--- src/fp_op_pkg.sv ---
// ========================================
// op and func codes of the zero latency unit
// codes not listed here give a zero result
// ========================================

package fp_op_pkg;

  // ========================================
  // major opcode
  // ========================================

  // flt1 selects a func code, the rest are two operand ops
  typedef enum logic [3:0] {
    OP_NONE = 4'h0,
    OP_FLT1 = 4'h1,
    OP_FCMP = 4'h2,
    OP_FSLT = 4'h3,
    OP_FSLE = 4'h4,
    OP_FSEQ = 4'h5,
    OP_FSNE = 4'h6
  } major_op_t;

  // ========================================
  // func code under OP_FLT1
  // ========================================

  typedef enum logic [4:0] {
    F_ABS    = 5'h00,
    F_NABS   = 5'h01,
    F_NEG    = 5'h02,
    F_MOV    = 5'h03,
    F_SIGN   = 5'h04,
    F_MAN    = 5'h05,
    F_ISNAN  = 5'h06,
    F_FINITE = 5'h07,
    F_UNORD  = 5'h08,
    F_CLASS  = 5'h09
  } flt1_func_t;

endpackage

--- src/fp_fmt_pkg.sv ---
// ========================================
// ieee 754 single precision format only
// widths are fixed here, modules take no width parameter
// ========================================

package fp_fmt_pkg;

  // ========================================
  // field widths
  // ========================================

  // full operand width
  localparam int FP_W = 32;
  // biased exponent field
  localparam int EXP_W = 8;
  // fraction field, hidden bit not stored
  localparam int MAN_W = 23;

  // number of fclass category bits
  localparam int CLASS_W = 10;

  // ========================================
  // typedefs
  // ========================================

  // operand or result word
  typedef logic [FP_W-1:0] fp_t;
  // exponent field as stored
  typedef logic [EXP_W-1:0] fp_exp_t;
  // fraction field as stored
  typedef logic [MAN_W-1:0] fp_man_t;

  // ========================================
  // constants
  // ========================================

  // exponent bias, fman writes this so the value lands in [1,2)
  localparam fp_exp_t EXP_BIAS = 8'd127;

  // fsign results in the float form
  // +1.0 is 0x3f800000
  localparam fp_t FP_POS_ONE = {1'b0, EXP_BIAS, {MAN_W{1'b0}}};
  // -1.0 is 0xbf800000
  localparam fp_t FP_NEG_ONE = {1'b1, EXP_BIAS, {MAN_W{1'b0}}};

endpackage
--- src/fp_zl_top.sv ---
// ========================================
// zero latency unit behind one result register
// result appears one cycle after the input handshake
// ========================================

`timescale 1ns/1ps

module fp_zl_top (
  input  logic                  clk_i,
  input  logic                  rst_n_i,
  input  logic                  in_valid_i,
  output logic                  in_ready_o,
  input  fp_op_pkg::major_op_t  op_i,
  input  fp_op_pkg::flt1_func_t func_i,
  input  logic                  cr_form_i,
  input  fp_fmt_pkg::fp_t       a_i,
  input  fp_fmt_pkg::fp_t       b_i,
  output logic                  out_valid_o,
  input  logic                  out_ready_i,
  output fp_fmt_pkg::fp_t       result_o,
  output logic                  nanx_o
);

  // combinational result into the register
  fp_fmt_pkg::fp_t unit_result;
  logic            unit_nanx;

  fp_zl_unit i_fp_zl_unit (
    .op_i      (op_i),
    .func_i    (func_i),
    .cr_form_i (cr_form_i),
    .a_i       (a_i),
    .b_i       (b_i),
    .result_o  (unit_result),
    .nanx_o    (unit_nanx)
  );

  fp_result_reg i_fp_result_reg (
    .clk_i       (clk_i),
    .rst_n_i     (rst_n_i),
    .in_valid_i  (in_valid_i),
    .in_ready_o  (in_ready_o),
    .result_i    (unit_result),
    .nanx_i      (unit_nanx),
    .out_valid_o (out_valid_o),
    .out_ready_i (out_ready_i),
    .result_o    (result_o),
    .nanx_o      (nanx_o)
  );

endmodule

--- src/fp_result_reg.sv ---
// ========================================
// single entry output register, valid/ready on both sides
// one result in flight, full throughput when out_ready_i is high
// ========================================

`timescale 1ns/1ps

module fp_result_reg (
  input  logic            clk_i,
  input  logic            rst_n_i,
  input  logic            in_valid_i,
  output logic            in_ready_o,
  input  fp_fmt_pkg::fp_t result_i,
  input  logic            nanx_i,
  output logic            out_valid_o,
  input  logic            out_ready_i,
  output fp_fmt_pkg::fp_t result_o,
  output logic            nanx_o
);

  // entry occupied
  logic            valid_q;
  // held payload
  fp_fmt_pkg::fp_t result_q;
  logic            nanx_q;
  // input handshake this cycle
  logic            accept;

  // free slot, or the held result leaves this edge
  assign in_ready_o = !valid_q || out_ready_i;
  assign accept     = in_valid_i && in_ready_o;

  always_ff @(posedge clk_i) begin
    if (!rst_n_i) begin
      valid_q <= 1'b0;
    end else if (accept) begin
      valid_q <= 1'b1;
    end else if (out_ready_i) begin
      valid_q <= 1'b0;
    end
  end

  // payload only moves on a handshake
  always_ff @(posedge clk_i) begin
    if (accept) begin
      result_q <= result_i;
      nanx_q   <= nanx_i;
    end
  end

  assign out_valid_o = valid_q;
  assign result_o    = result_q;
  assign nanx_o      = nanx_q;

  // ========================================
  // assertions
  // ========================================

  // stalled output holds valid and payload
  assert property (@(posedge clk_i) disable iff (!rst_n_i)
    out_valid_o && !out_ready_i |=> out_valid_o && $stable(result_o) && $stable(nanx_o));

  // nothing comes out the cycle after reset
  assert property (@(posedge clk_i) !rst_n_i |=> !out_valid_o);

  // payload changes only after an input that was offered and taken
  assert property (@(posedge clk_i) disable iff (!rst_n_i)
    !$stable(result_o) || !$stable(nanx_o) |-> $past(in_valid_i && in_ready_o));

endmodule

--- src/fp_zl_unit.sv ---
// ========================================
// zero latency ops, fully combinational
// b must be zero for single operand ops
// else a nan in b shows up on nanx
// ========================================

`timescale 1ns/1ps

module fp_zl_unit (
  input  fp_op_pkg::major_op_t  op_i,
  input  fp_op_pkg::flt1_func_t func_i,
  input  logic                  cr_form_i,
  input  fp_fmt_pkg::fp_t       a_i,
  input  fp_fmt_pkg::fp_t       b_i,
  output fp_fmt_pkg::fp_t       result_o,
  output logic                  nanx_o
);

  // fields and flags of a
  logic                              a_sign;
  fp_fmt_pkg::fp_exp_t               a_exp;
  fp_fmt_pkg::fp_man_t               a_man;
  logic                              a_zero;
  logic                              a_subnorm;
  logic                              a_inf;
  logic                              a_qnan;
  logic                              a_snan;
  logic                              a_nan;
  // a against b
  logic                              cmp_eq;
  logic                              cmp_lt;
  logic                              cmp_le;
  logic                              cmp_unord;
  // normal means none of the special encodings
  logic                              a_normal;
  // fclass category bits
  logic [fp_fmt_pkg::CLASS_W-1:0]    a_class;

  fp_decomp i_fp_decomp (
    .a_i       (a_i),
    .sign_o    (a_sign),
    .exp_o     (a_exp),
    .man_o     (a_man),
    .zero_o    (a_zero),
    .subnorm_o (a_subnorm),
    .inf_o     (a_inf),
    .qnan_o    (a_qnan),
    .snan_o    (a_snan),
    .nan_o     (a_nan)
  );

  fp_compare i_fp_compare (
    .a_i     (a_i),
    .b_i     (b_i),
    .eq_o    (cmp_eq),
    .lt_o    (cmp_lt),
    .le_o    (cmp_le),
    .unord_o (cmp_unord)
  );

  assign a_normal = !(a_zero || a_subnorm || a_inf || a_nan);

  // ========================================
  // fclass one hot, nans only set their own bit
  // ========================================
  assign a_class = {a_qnan,
                    a_snan,
                    !a_sign && a_inf,
                    !a_sign && a_normal,
                    !a_sign && a_subnorm,
                    !a_sign && a_zero,
                    a_sign && a_zero,
                    a_sign && a_subnorm,
                    a_sign && a_normal,
                    a_sign && a_inf};

  // ========================================
  // op decode and result mux
  // ========================================
  always_comb begin
    result_o = '0;
    nanx_o   = 1'b0;
    case (op_i)
      fp_op_pkg::OP_FLT1: begin
        case (func_i)
          fp_op_pkg::F_ABS: begin
            result_o = {1'b0, a_exp, a_man};
            nanx_o   = cmp_unord;
          end
          fp_op_pkg::F_NABS: begin
            result_o = {1'b1, a_exp, a_man};
            nanx_o   = cmp_unord;
          end
          fp_op_pkg::F_NEG: begin
            result_o = {!a_sign, a_exp, a_man};
            nanx_o   = cmp_unord;
          end
          fp_op_pkg::F_MOV: begin
            result_o = a_i;
            nanx_o   = cmp_unord;
          end
          fp_op_pkg::F_SIGN: begin
            // cr form: 00 zero, 11 negative, 01 positive
            if (cr_form_i) begin
              result_o = a_zero ? '0 : fp_fmt_pkg::fp_t'({a_sign, 1'b1});
            end else if (a_zero) begin
              result_o = '0;
            end else begin
              result_o = a_sign ? fp_fmt_pkg::FP_NEG_ONE : fp_fmt_pkg::FP_POS_ONE;
            end
          end
          // keep sign and fraction, value lands in [1,2)
          fp_op_pkg::F_MAN:    result_o = {a_sign, fp_fmt_pkg::EXP_BIAS, a_man};
          fp_op_pkg::F_ISNAN:  result_o = fp_fmt_pkg::fp_t'(a_nan);
          // max exponent is inf or nan
          fp_op_pkg::F_FINITE: result_o = fp_fmt_pkg::fp_t'(a_exp != '1);
          fp_op_pkg::F_UNORD:  result_o = fp_fmt_pkg::fp_t'(cmp_unord);
          fp_op_pkg::F_CLASS: begin
            result_o = fp_fmt_pkg::fp_t'(a_class);
            result_o[fp_fmt_pkg::FP_W-1] = a_sign;
          end
          default: result_o = '0;
        endcase
      end
      fp_op_pkg::OP_FCMP: begin
        // 00 equal, 11 less, 01 greater or unordered
        if (cmp_eq) begin
          result_o = '0;
        end else if (cmp_lt) begin
          result_o = fp_fmt_pkg::fp_t'(2'b11);
        end else begin
          result_o = fp_fmt_pkg::fp_t'(2'b01);
        end
        nanx_o = cmp_unord;
      end
      fp_op_pkg::OP_FSLT: begin
        result_o = fp_fmt_pkg::fp_t'(cmp_lt);
        nanx_o   = cmp_unord;
      end
      fp_op_pkg::OP_FSLE: begin
        result_o = fp_fmt_pkg::fp_t'(cmp_le);
        nanx_o   = cmp_unord;
      end
      fp_op_pkg::OP_FSEQ: begin
        result_o = fp_fmt_pkg::fp_t'(cmp_eq);
        nanx_o   = cmp_unord;
      end
      fp_op_pkg::OP_FSNE: begin
        // unordered counts as not equal
        result_o = fp_fmt_pkg::fp_t'(!cmp_eq);
        nanx_o   = cmp_unord;
      end
      default: result_o = '0;
    endcase
  end

endmodule

--- src/fp_compare.sv ---
// ========================================
// ieee ordered compare, a against b
// +0 equals -0, any nan gives unordered
// ========================================

`timescale 1ns/1ps

module fp_compare (
  input  fp_fmt_pkg::fp_t a_i,
  input  fp_fmt_pkg::fp_t b_i,
  output logic            eq_o,
  output logic            lt_o,
  output logic            le_o,
  output logic            unord_o
);

  // sign and magnitude of each side
  logic                        sign_a;
  logic                        sign_b;
  logic [fp_fmt_pkg::FP_W-2:0] mag_a;
  logic [fp_fmt_pkg::FP_W-2:0] mag_b;
  // nan on either side
  logic                        nan_a;
  logic                        nan_b;
  // both are zero whatever the signs
  logic                        both_zero;
  // relations before the nan mask
  logic                        eq_raw;
  logic                        lt_raw;

  assign sign_a = a_i[fp_fmt_pkg::FP_W-1];
  assign sign_b = b_i[fp_fmt_pkg::FP_W-1];
  assign mag_a  = a_i[fp_fmt_pkg::FP_W-2:0];
  assign mag_b  = b_i[fp_fmt_pkg::FP_W-2:0];

  // exponent all ones with a nonzero fraction
  assign nan_a = (&mag_a[fp_fmt_pkg::FP_W-2:fp_fmt_pkg::MAN_W]) &&
                 (|mag_a[fp_fmt_pkg::MAN_W-1:0]);
  assign nan_b = (&mag_b[fp_fmt_pkg::FP_W-2:fp_fmt_pkg::MAN_W]) &&
                 (|mag_b[fp_fmt_pkg::MAN_W-1:0]);

  assign both_zero = (mag_a == '0) && (mag_b == '0);
  assign eq_raw    = (a_i == b_i) || both_zero;

  // sign magnitude order
  always_comb begin
    unique case ({sign_a, sign_b})
      // both positive, larger magnitude is larger
      2'b00: lt_raw = (mag_a < mag_b);
      // both negative, order flips
      2'b11: lt_raw = (mag_a > mag_b);
      // a negative, b positive, unless -0 vs +0
      2'b10: lt_raw = !both_zero;
      default: lt_raw = 1'b0;
    endcase
  end

  // ========================================
  // nan masking
  // ========================================

  assign unord_o = nan_a || nan_b;
  assign eq_o    = eq_raw && !unord_o;
  assign lt_o    = lt_raw && !unord_o;
  assign le_o    = (eq_raw || lt_raw) && !unord_o;

endmodule

--- src/fp_decomp.sv ---
// ========================================
// pure combinational field split
// flags assume ieee single precision encoding
// ========================================

`timescale 1ns/1ps

module fp_decomp (
  input  fp_fmt_pkg::fp_t     a_i,
  output logic                sign_o,
  output fp_fmt_pkg::fp_exp_t exp_o,
  output fp_fmt_pkg::fp_man_t man_o,
  output logic                zero_o,
  output logic                subnorm_o,
  output logic                inf_o,
  output logic                qnan_o,
  output logic                snan_o,
  output logic                nan_o
);

  // exponent all zeros or all ones
  logic exp_zero;
  logic exp_ones;
  // fraction is zero
  logic man_zero;

  // ========================================
  // raw fields
  // ========================================

  assign sign_o = a_i[fp_fmt_pkg::FP_W-1];
  assign exp_o  = a_i[fp_fmt_pkg::FP_W-2:fp_fmt_pkg::MAN_W];
  assign man_o  = a_i[fp_fmt_pkg::MAN_W-1:0];

  assign exp_zero = (exp_o == '0);
  assign exp_ones = &exp_o;
  assign man_zero = (man_o == '0);

  // ========================================
  // classification
  // ========================================

  // +0 and -0 both count as zero
  assign zero_o    = exp_zero && man_zero;
  // denormal, no hidden bit
  assign subnorm_o = exp_zero && !man_zero;
  // max exponent splits into inf and nan on the fraction
  assign inf_o     = exp_ones && man_zero;
  assign nan_o     = exp_ones && !man_zero;
  // top fraction bit set means quiet
  assign qnan_o    = nan_o && man_o[fp_fmt_pkg::MAN_W-1];
  assign snan_o    = nan_o && !man_o[fp_fmt_pkg::MAN_W-1];

endmodule

--- config.mk ---
export PLATFORM = sky130hd
export DESIGN_NAME = fp_zl_top
export DESIGN_NICKNAME = d
export VERILOG_FILES = /design/src/fp_op_pkg.sv /design/src/fp_fmt_pkg.sv /design/src/fp_zl_top.sv /design/src/fp_result_reg.sv /design/src/fp_zl_unit.sv /design/src/fp_compare.sv /design/src/fp_decomp.sv
export SDC_FILE = /design/constraint.sdc
export NUM_CORES = 1
export LEC_CHECK = 0
export BUFFER_PORTS_ARGS = -buffer_cell sky130_fd_sc_hd__buf_4
export CORE_MARGIN = 5
export CORE_UTILIZATION = 45
export DETAILED_ROUTE_END_ITERATION = 10
export PLACE_DENSITY = 0.78
export SETUP_SLACK_MARGIN = 0.2
export SLEW_MARGIN = 10
export SYNTH_ARGS = -nofsm -noshare
export SYNTH_HDL_FRONTEND = slang
export SYNTH_SLANG_ARGS = --single-unit
export TNS_END_PERCENT = 50
--- constraint.sdc ---
create_clock -name clk_i -period 2.26 [get_ports clk_i]
set_input_delay 0.452 -clock clk_i [delete_from_list [all_inputs] [get_ports clk_i]]
set_output_delay 0.452 -clock clk_i [all_outputs]
set_load 0.1 [all_outputs]
=== Yosys cells after proc, flatten, opt, wreduce, memory -nomap -nowiden ===
Index checks and enable logic that the tools add are counted.

* Add/sub/neg operators: 0
* Multipliers: 0
* Div/mod/pow operators: 0
* $lt $le $gt $ge: 2
* Eq/ne operators: 19
* Shifts and indexed selects: 0
* Mux-type cells: 13
* Bitwise gates (word level): 0
* Reductions and logical operators: 49

{| class="wikitable"
|+ Operators with widths
! cell !! number
|-
| $pmux W32 S10 || 1
|-
| $pmux W32 S6 || 1
|-
| $mux W32 || 4
|-
| $logic_not A31 Y1 || 2
|-
| $reduce_or A23 Y1 || 2
|-
| $eq A32 B32 Y1 || 1
|-
| $gt A31 B31 Y1 || 1
|-
| $lt A31 B31 Y1 || 1
|-
| $logic_not A23 Y1 || 1
|-
| $logic_and A1 B1 Y1 || 21
|-
| $eq A5 B3 Y1 const B || 4
|-
| $reduce_and A8 Y1 || 2
|-
| $eq A4 B3 Y1 const B || 3
|-
| $eq A5 B2 Y1 const B || 2
|-
| $eq A5 B4 Y1 const B || 2
|-
| $eq A4 B2 Y1 const B || 2
|-
| $logic_not A1 Y1 || 8
|-
| $logic_not A8 Y1 || 1
|-
| $ne A8 B8 Y1 const B || 1
|-
| $logic_or A1 B1 Y1 || 7
|-
| $eq A5 B1 Y1 const B || 1
|-
| $logic_not A5 Y1 || 1
|-
| $reduce_or A5 Y1 || 1
|-
| $eq A2 B2 Y1 const B || 2
|-
| 8 further kinds || 11
|}

* Bits in registers: 34
* Bits in latches: 0
* RAM bits: 0
* Bits in read-only memories: 0
* Memories kept: 0

=== Longest topological paths before layout ===
* Depth after elaboration: 10
* Mapped depth: 9
* Gate-level depth less buffers: 9

=== Cells and area by module ===
From an unflattened synthesis, not the netlist that was laid out.

* Cell total of the unflattened synthesis: 374
* Area, all modules: 3324.4 sq um

{| class="wikitable"
|+ Modules (own cells, without submodules)
! module !! times used !! cells an instance !! area each (sq um) !! sequential area each (sq um)
|-
| fp_compare || 1 || 154 || 1083.5 || 0.0
|-
| fp_result_reg || 1 || 38 || 1048.5 || 1011.0
|-
| fp_zl_unit || 1 || 127 || 800.8 || 0.0
|-
| fp_decomp || 1 || 55 || 391.6 || 0.0
|}

=== Worst setup path after synthesis ===
Ideal clock, no wire load.

* Path kind: register to register
* Start point: register i_fp_result_reg.valid_q (netlist: i_fp_result_reg.out_valid_o)
* End point: register i_fp_result_reg.nanx_q (netlist: i_fp_result_reg.nanx_o), enable pin
* Library setup time: 0.410 ns
* Arrival time: 2.558 ns
* Data required time: 1.850 ns
* Slack: -0.708 ns
* Cell stages (with the launch flop): 3
* Path buffers: 0
* Clock period less this slack: 2.968 ns
* Path through: dfxtp_1 nand2b_1 and2_1

* Cells in the longest elaborated chain, start to end: 3

{| class="wikitable"
|+ Ends and longest elaborated chain
! element !! RTL line !! source
|-
| start: declaration || fp_result_reg.sv:22 || <nowiki>logic valid_q;</nowiki>
|-
| start signal: assignment || fp_result_reg.sv:35 || <nowiki>valid_q <= 1'b0;</nowiki>
|-
| start signal: assignment || fp_result_reg.sv:37 || <nowiki>valid_q <= 1'b1;</nowiki>
|-
| start signal: assignment || fp_result_reg.sv:39 || <nowiki>valid_q <= 1'b0;</nowiki>
|-
| $logic_not A1 Y1 || fp_result_reg.sv:30 || <nowiki>assign in_ready_o = !valid_q || out_ready_i;</nowiki>
|-
| $logic_or A1 B1 Y1 || fp_result_reg.sv:30 ||
|-
| net in_ready_o || fp_zl_top.sv:12 || <nowiki>output logic in_ready_o,</nowiki>
|-
| $logic_and A1 B1 Y1 || fp_result_reg.sv:31 || <nowiki>assign accept = in_valid_i && in_ready_o;</nowiki>
|-
| net i_fp_result_reg.accept || fp_result_reg.sv:27 || <nowiki>logic accept;</nowiki>
|-
| end signal: assignment || fp_result_reg.sv:47 || <nowiki>nanx_q <= nanx_i;</nowiki>
|-
| end: declaration || fp_result_reg.sv:25 || <nowiki>logic nanx_q;</nowiki>
|}

The timed path passes the listed nets, and every way through them passes these cells.
A chain may end at the register's enable or synchronous reset.

=== Worst setup path after layout ===
* Start point: input a_i[27]
* End point: register i_fp_result_reg.result_q[1] (netlist: i_fp_result_reg.result_o[1]), data pin

* Cells in the longest elaborated chain, start to end: 9
* Elaborated cells on any way between the ends: 31
* Classes of those cells: order compare: 2; eq/ne: 1; mux: 8; reduce/logical: 20

{| class="wikitable"
|+ Ends and longest elaborated chain
! element !! RTL line !! source
|-
| start: declaration || fp_zl_top.sv:16 || <nowiki>input fp_fmt_pkg::fp_t a_i,</nowiki>
|-
| parallel branches: the longest is 8 deep, another holds $gt A31 B31 Y1 || - ||
|-
| $pmux W32 S6 (*) || fp_zl_unit.sv:83 || <nowiki>case (op_i)</nowiki>
|-
| net i_fp_result_reg.result_i[1] || fp_result_reg.sv:13 || <nowiki>input fp_fmt_pkg::fp_t result_i,</nowiki>
|-
| end signal: assignment || fp_result_reg.sv:46 || <nowiki>result_q <= result_i;</nowiki>
|-
| end: declaration || fp_result_reg.sv:24 || <nowiki>fp_fmt_pkg::fp_t result_q;</nowiki>
|}

Mark *: on every way through the listed nets, which the timed path passes.

==> metrics.md <==
| Metric | Value |
|---|---|
| Status | completed |
| Initial antenna violation count | 0 |
| Min cycle time layout | 2.08 ns |
| Async S/R FF share, synth | 0% |
| Post-Syn Area | 2830 um^2 |
| Starting Density | 45.4% |
| Pin count of the biggest net entering global routing | 34 |
| Vias per inst | 5.55 |
| GRT Util Overall | 23.4% |
| R2R Path Start | i_fp_result_reg.out_valid_o |
| Number of flops mapped to enable cells by yosys | 33 |
| Die footprint | 7990 um^2 |
| Max clock buf depth | 2 |
| Max-cap violations | 0 |
| Nets | 580 |
| RR Endpoint | i_fp_result_reg.result_o[24] |
| Kind of critical path | primary input to register |
| Comb power frac | 38.6% |
| Cell taking the most area after synthesis | edfxtp_1 |
| Flop pwr share | 37.3% |
| Static leakage | 1.99 nW |
| Most common library cells after synthesis | inv_1 (37), ha_1 (35), edfxtp_1 (33) |
| Total negative setup slack | 0 ns |
| ANT cells | 0 |
| Crit-path max FO | 3 |
| Synth area leaders | edfxtp_1 (35%), ha_1 (15%), inv_1 (4.9%), a21oi_1 (3.9%), nor2_1 (3.7%) |
| Clk pin slew, worst setup/hold paths | 0.07 ns |
| Routed length per instance | 17.2 um |
| Die W | 89.4 um |
| Final critical-path share of the clock period | 92.2% |
| Fmax | 0.480 GHz |
| Hold violation count in the final report | 0 |
| Worst VDD drop | 0.000304 V |
| Core box area | 6240 um^2 |
| Worst Path Required | 2.28 ns |
| Synthesis Warnings | 0 |
| Met2 Resource Use GR | 41.3% |
| Drt pass-1 iters | 4 |
| Starting DRC count in detailed routing | 208 |
| GR peak layer | met2 |
| Clk root buf | clkbuf_8 |
| Final Slew Violations | 0 |
| Detailed Place HPWL | 7490 um |
| Core Util, Final | 70.9% |
| Routability cong. | 0.906 |
| RSZ-0062 raised after global routing | true |
| HP Class | primary input to register |
| Number of remaining DRC errors | 0 |
| Vias in the first global route | 3066 |
| Clock power share | 24.1% |
| DR vias | 3026 |
| H-Tree Depth | 2 |
| Switching Fraction | 36.5% |
| GRT met3 Usage | 2.86% |
| R2R Setup Slk | 0.98 ns |
| Hold Path Depth | 2 |
| First-pass GRT wire length | 14600 um |
| Slew at the pin closest to its max-slew limit | 0.484 ns |
| Setup crit start kind | primary input |
| Power Dens Cells | 443 nW/um^2 |
| CP Data Arrival Time | 2.11 ns |
| IO Port Bufs | 112 |
| Int Pwr | 0.00125 W |
| Most common cell in the synthesized netlist | inv_1 |
| WHS Endpoint | i_fp_result_reg.out_valid_o |
| CP Capture Type | register |
| Sequential area share after synthesis | 35.7% |
| CTS tree | done |
| Cts hold-fix bufs | 0 |
| #FFs+latches synth | 34 |
| Clk_skew | 0.0120 ns |
| Clock Latency Late Sink | 0.29 ns |
| Top FF cell, synth | edfxtp_1 |
| Worst R2R Path Depth | 3 |
| Share of the synthesized area in the top cell type | 35.0% |
| Grt total ovfl | 0 |
| Antenna viol nets, final | 0 |
| Slew margin rel. | 67.6% |
| Share of layout cells above drive strength 1 | 45.5% |
| Switch Pwr | 0.000715 W |
| GR Layer Usage met1 | 29.6% |
| Synth-to-layout area growth | 56.2% |
| Routed wire length | 9400 um |
| Post-Synthesis Cells | 309 |
| Post-Syn Nets | 422 |
| Clk sink count | 34 |
| CTS buffer count | 5 |
| Syn Area/Cell | 9.17 um^2 |
| Io pins | 113 |
| Row cnt | 29 |
| Die height | 89.4 um |
| Distinct cell type count after synthesis | 50 |
| Min-delay src | rst_n_i |
| Setup violation total in the final timing report | 0 |
registers in the layout (all words and copies together), names as in the netlist:
register                     cells
i_fp_result_reg.out_valid_o      1
i_fp_result_reg.nanx_o           1
i_fp_result_reg.result_o        32
kinds of logic (layout without fill, tap and decap cells):
logic type | count (synthesis) | in the layout | synth area share, %
DFF | 34 | 34 | 35.7
and+or+nand+nor | 133 | 133 | 28.0
AOI/OAI and AO/OA | 63 | 63 | 14.5
buffers and inverters | 42 | 201 | 5.61
muxes | 2 | 2 | 0.706
adders and majority gates | 35 | 35 | 15.5
metal layers:
metal  routed length, um  vias up  share of wire [%]
li1                    -     1462                  -
met1                3680     1423                 39
met2                4910      117                 52
met3                 574       24                6.1
met4                 232        0                2.5
met5                   0        -                  0
cell type report:
type | count | area (um^2)
Tap cell | 77 | 96.3
Timing Repair Buffer | 156 | 1230
Multi-Input combinational cell | 233 | 1850
Fill cell | 470 | 1820
Clock inverter | 1 | 5.00
Inverter | 37 | 149
Sequential cell | 34 | 1010
Clock buffer | 7 | 86.3
critical path, stage by stage:
cell	delay, ns
buf_4	0.13
ha_1	0.29
nand4_1	0.16
buf_4	0.14
buf_4	0.09
nor2_1	0.04
a22oi_1	0.21
nand2_1	0.08
o211a_1	0.26
o21ai_1	0.16
o22ai_2	0.10
what timing repair did:
action                                  in CTS  in global routing
buffers inserted                             1                  2
endpoints found under the setup margin       2                 15
pin swaps                                   10                 11
resized for setup                           29                 21
worst max-delay path by stage:
| stage | start | end | slack (ns) | depth (start not counted) |
|---|---|---|---|---|
| after detailed placement | a_i[26] | i_fp_result_reg.result_o[0] | -0.23 | 9 |
| after CTS | a_i[15] | i_fp_result_reg.result_o[0] | 0.21 | 10 |
| after floorplan | b_i[29] | i_fp_result_reg.result_o[0] | 0.008 | 9 |
| final | a_i[27] | i_fp_result_reg.result_o[1] | 0.18 | 11 |
| after global placement | a_i[29] | i_fp_result_reg.result_o[0] | -0.15 | 10 |
| after global routing | b_i[25] | i_fp_result_reg.result_o[0] | 0.07 | 11 |
placed cells by master (no fill, tap or decap), types with 4 or more instances in the layout:
master    netlist  layout
a21oi_1        22      22
a22oi_1         4       4
a32oi_1         4       4
and2_1         15      14
buf_4           0     146
buf_6           0       5
buf_8           0       5
clkbuf_8        0       6
edfxtp_1       33      33
ha_1           35      24
ha_4            0      11
inv_1          37      27
inv_2           0       6
inv_4           0       4
nand2_1        26      26
nand3_1         7       6
nand4_1        14      14
nor2_1         28      27
nor3_1          8       7
nor4_1          7       6
nor4_2          8       9
o21ai_0         7       6
o21ai_1         5       5
metrics by stage:
| stage | power, W | instances | cell area, um^2 | worst slack, ns | hold slack [ns] |
|---|---|---|---|---|---|
| final | 0.00196 | 545 | 4430 | 0.176 | 0.442 |
| after global routing | 0.00204 | 545 | 4430 | 0.0707 | 0.443 |
| after CTS | 0.00194 | 543 | 4320 | 0.215 | 0.441 |
| after detailed placement | 0.00144 | 534 | 4060 | -0.225 | 0.546 |
| after global placement | 0.00142 | 534 | 4060 | -0.148 | 0.485 |
| after floorplan | 0.00115 | 309 | 2840 | 0.00773 | 0.583 |
power groups by stage:
stage / Clock, W / Combinational [W] / Sequential, W
after detailed placement: 0 / 0.000692 / 0.000746
after floorplan: 0 / 0.000172 / 0.000976
after global placement: 0 / 0.000673 / 0.000745
after CTS: 0.000482 / 0.000724 / 0.000732
after global routing: 0.000506 / 0.000803 / 0.000735
final: 0.000473 / 0.000756 / 0.000732
(Power assumes the default switching activity.)
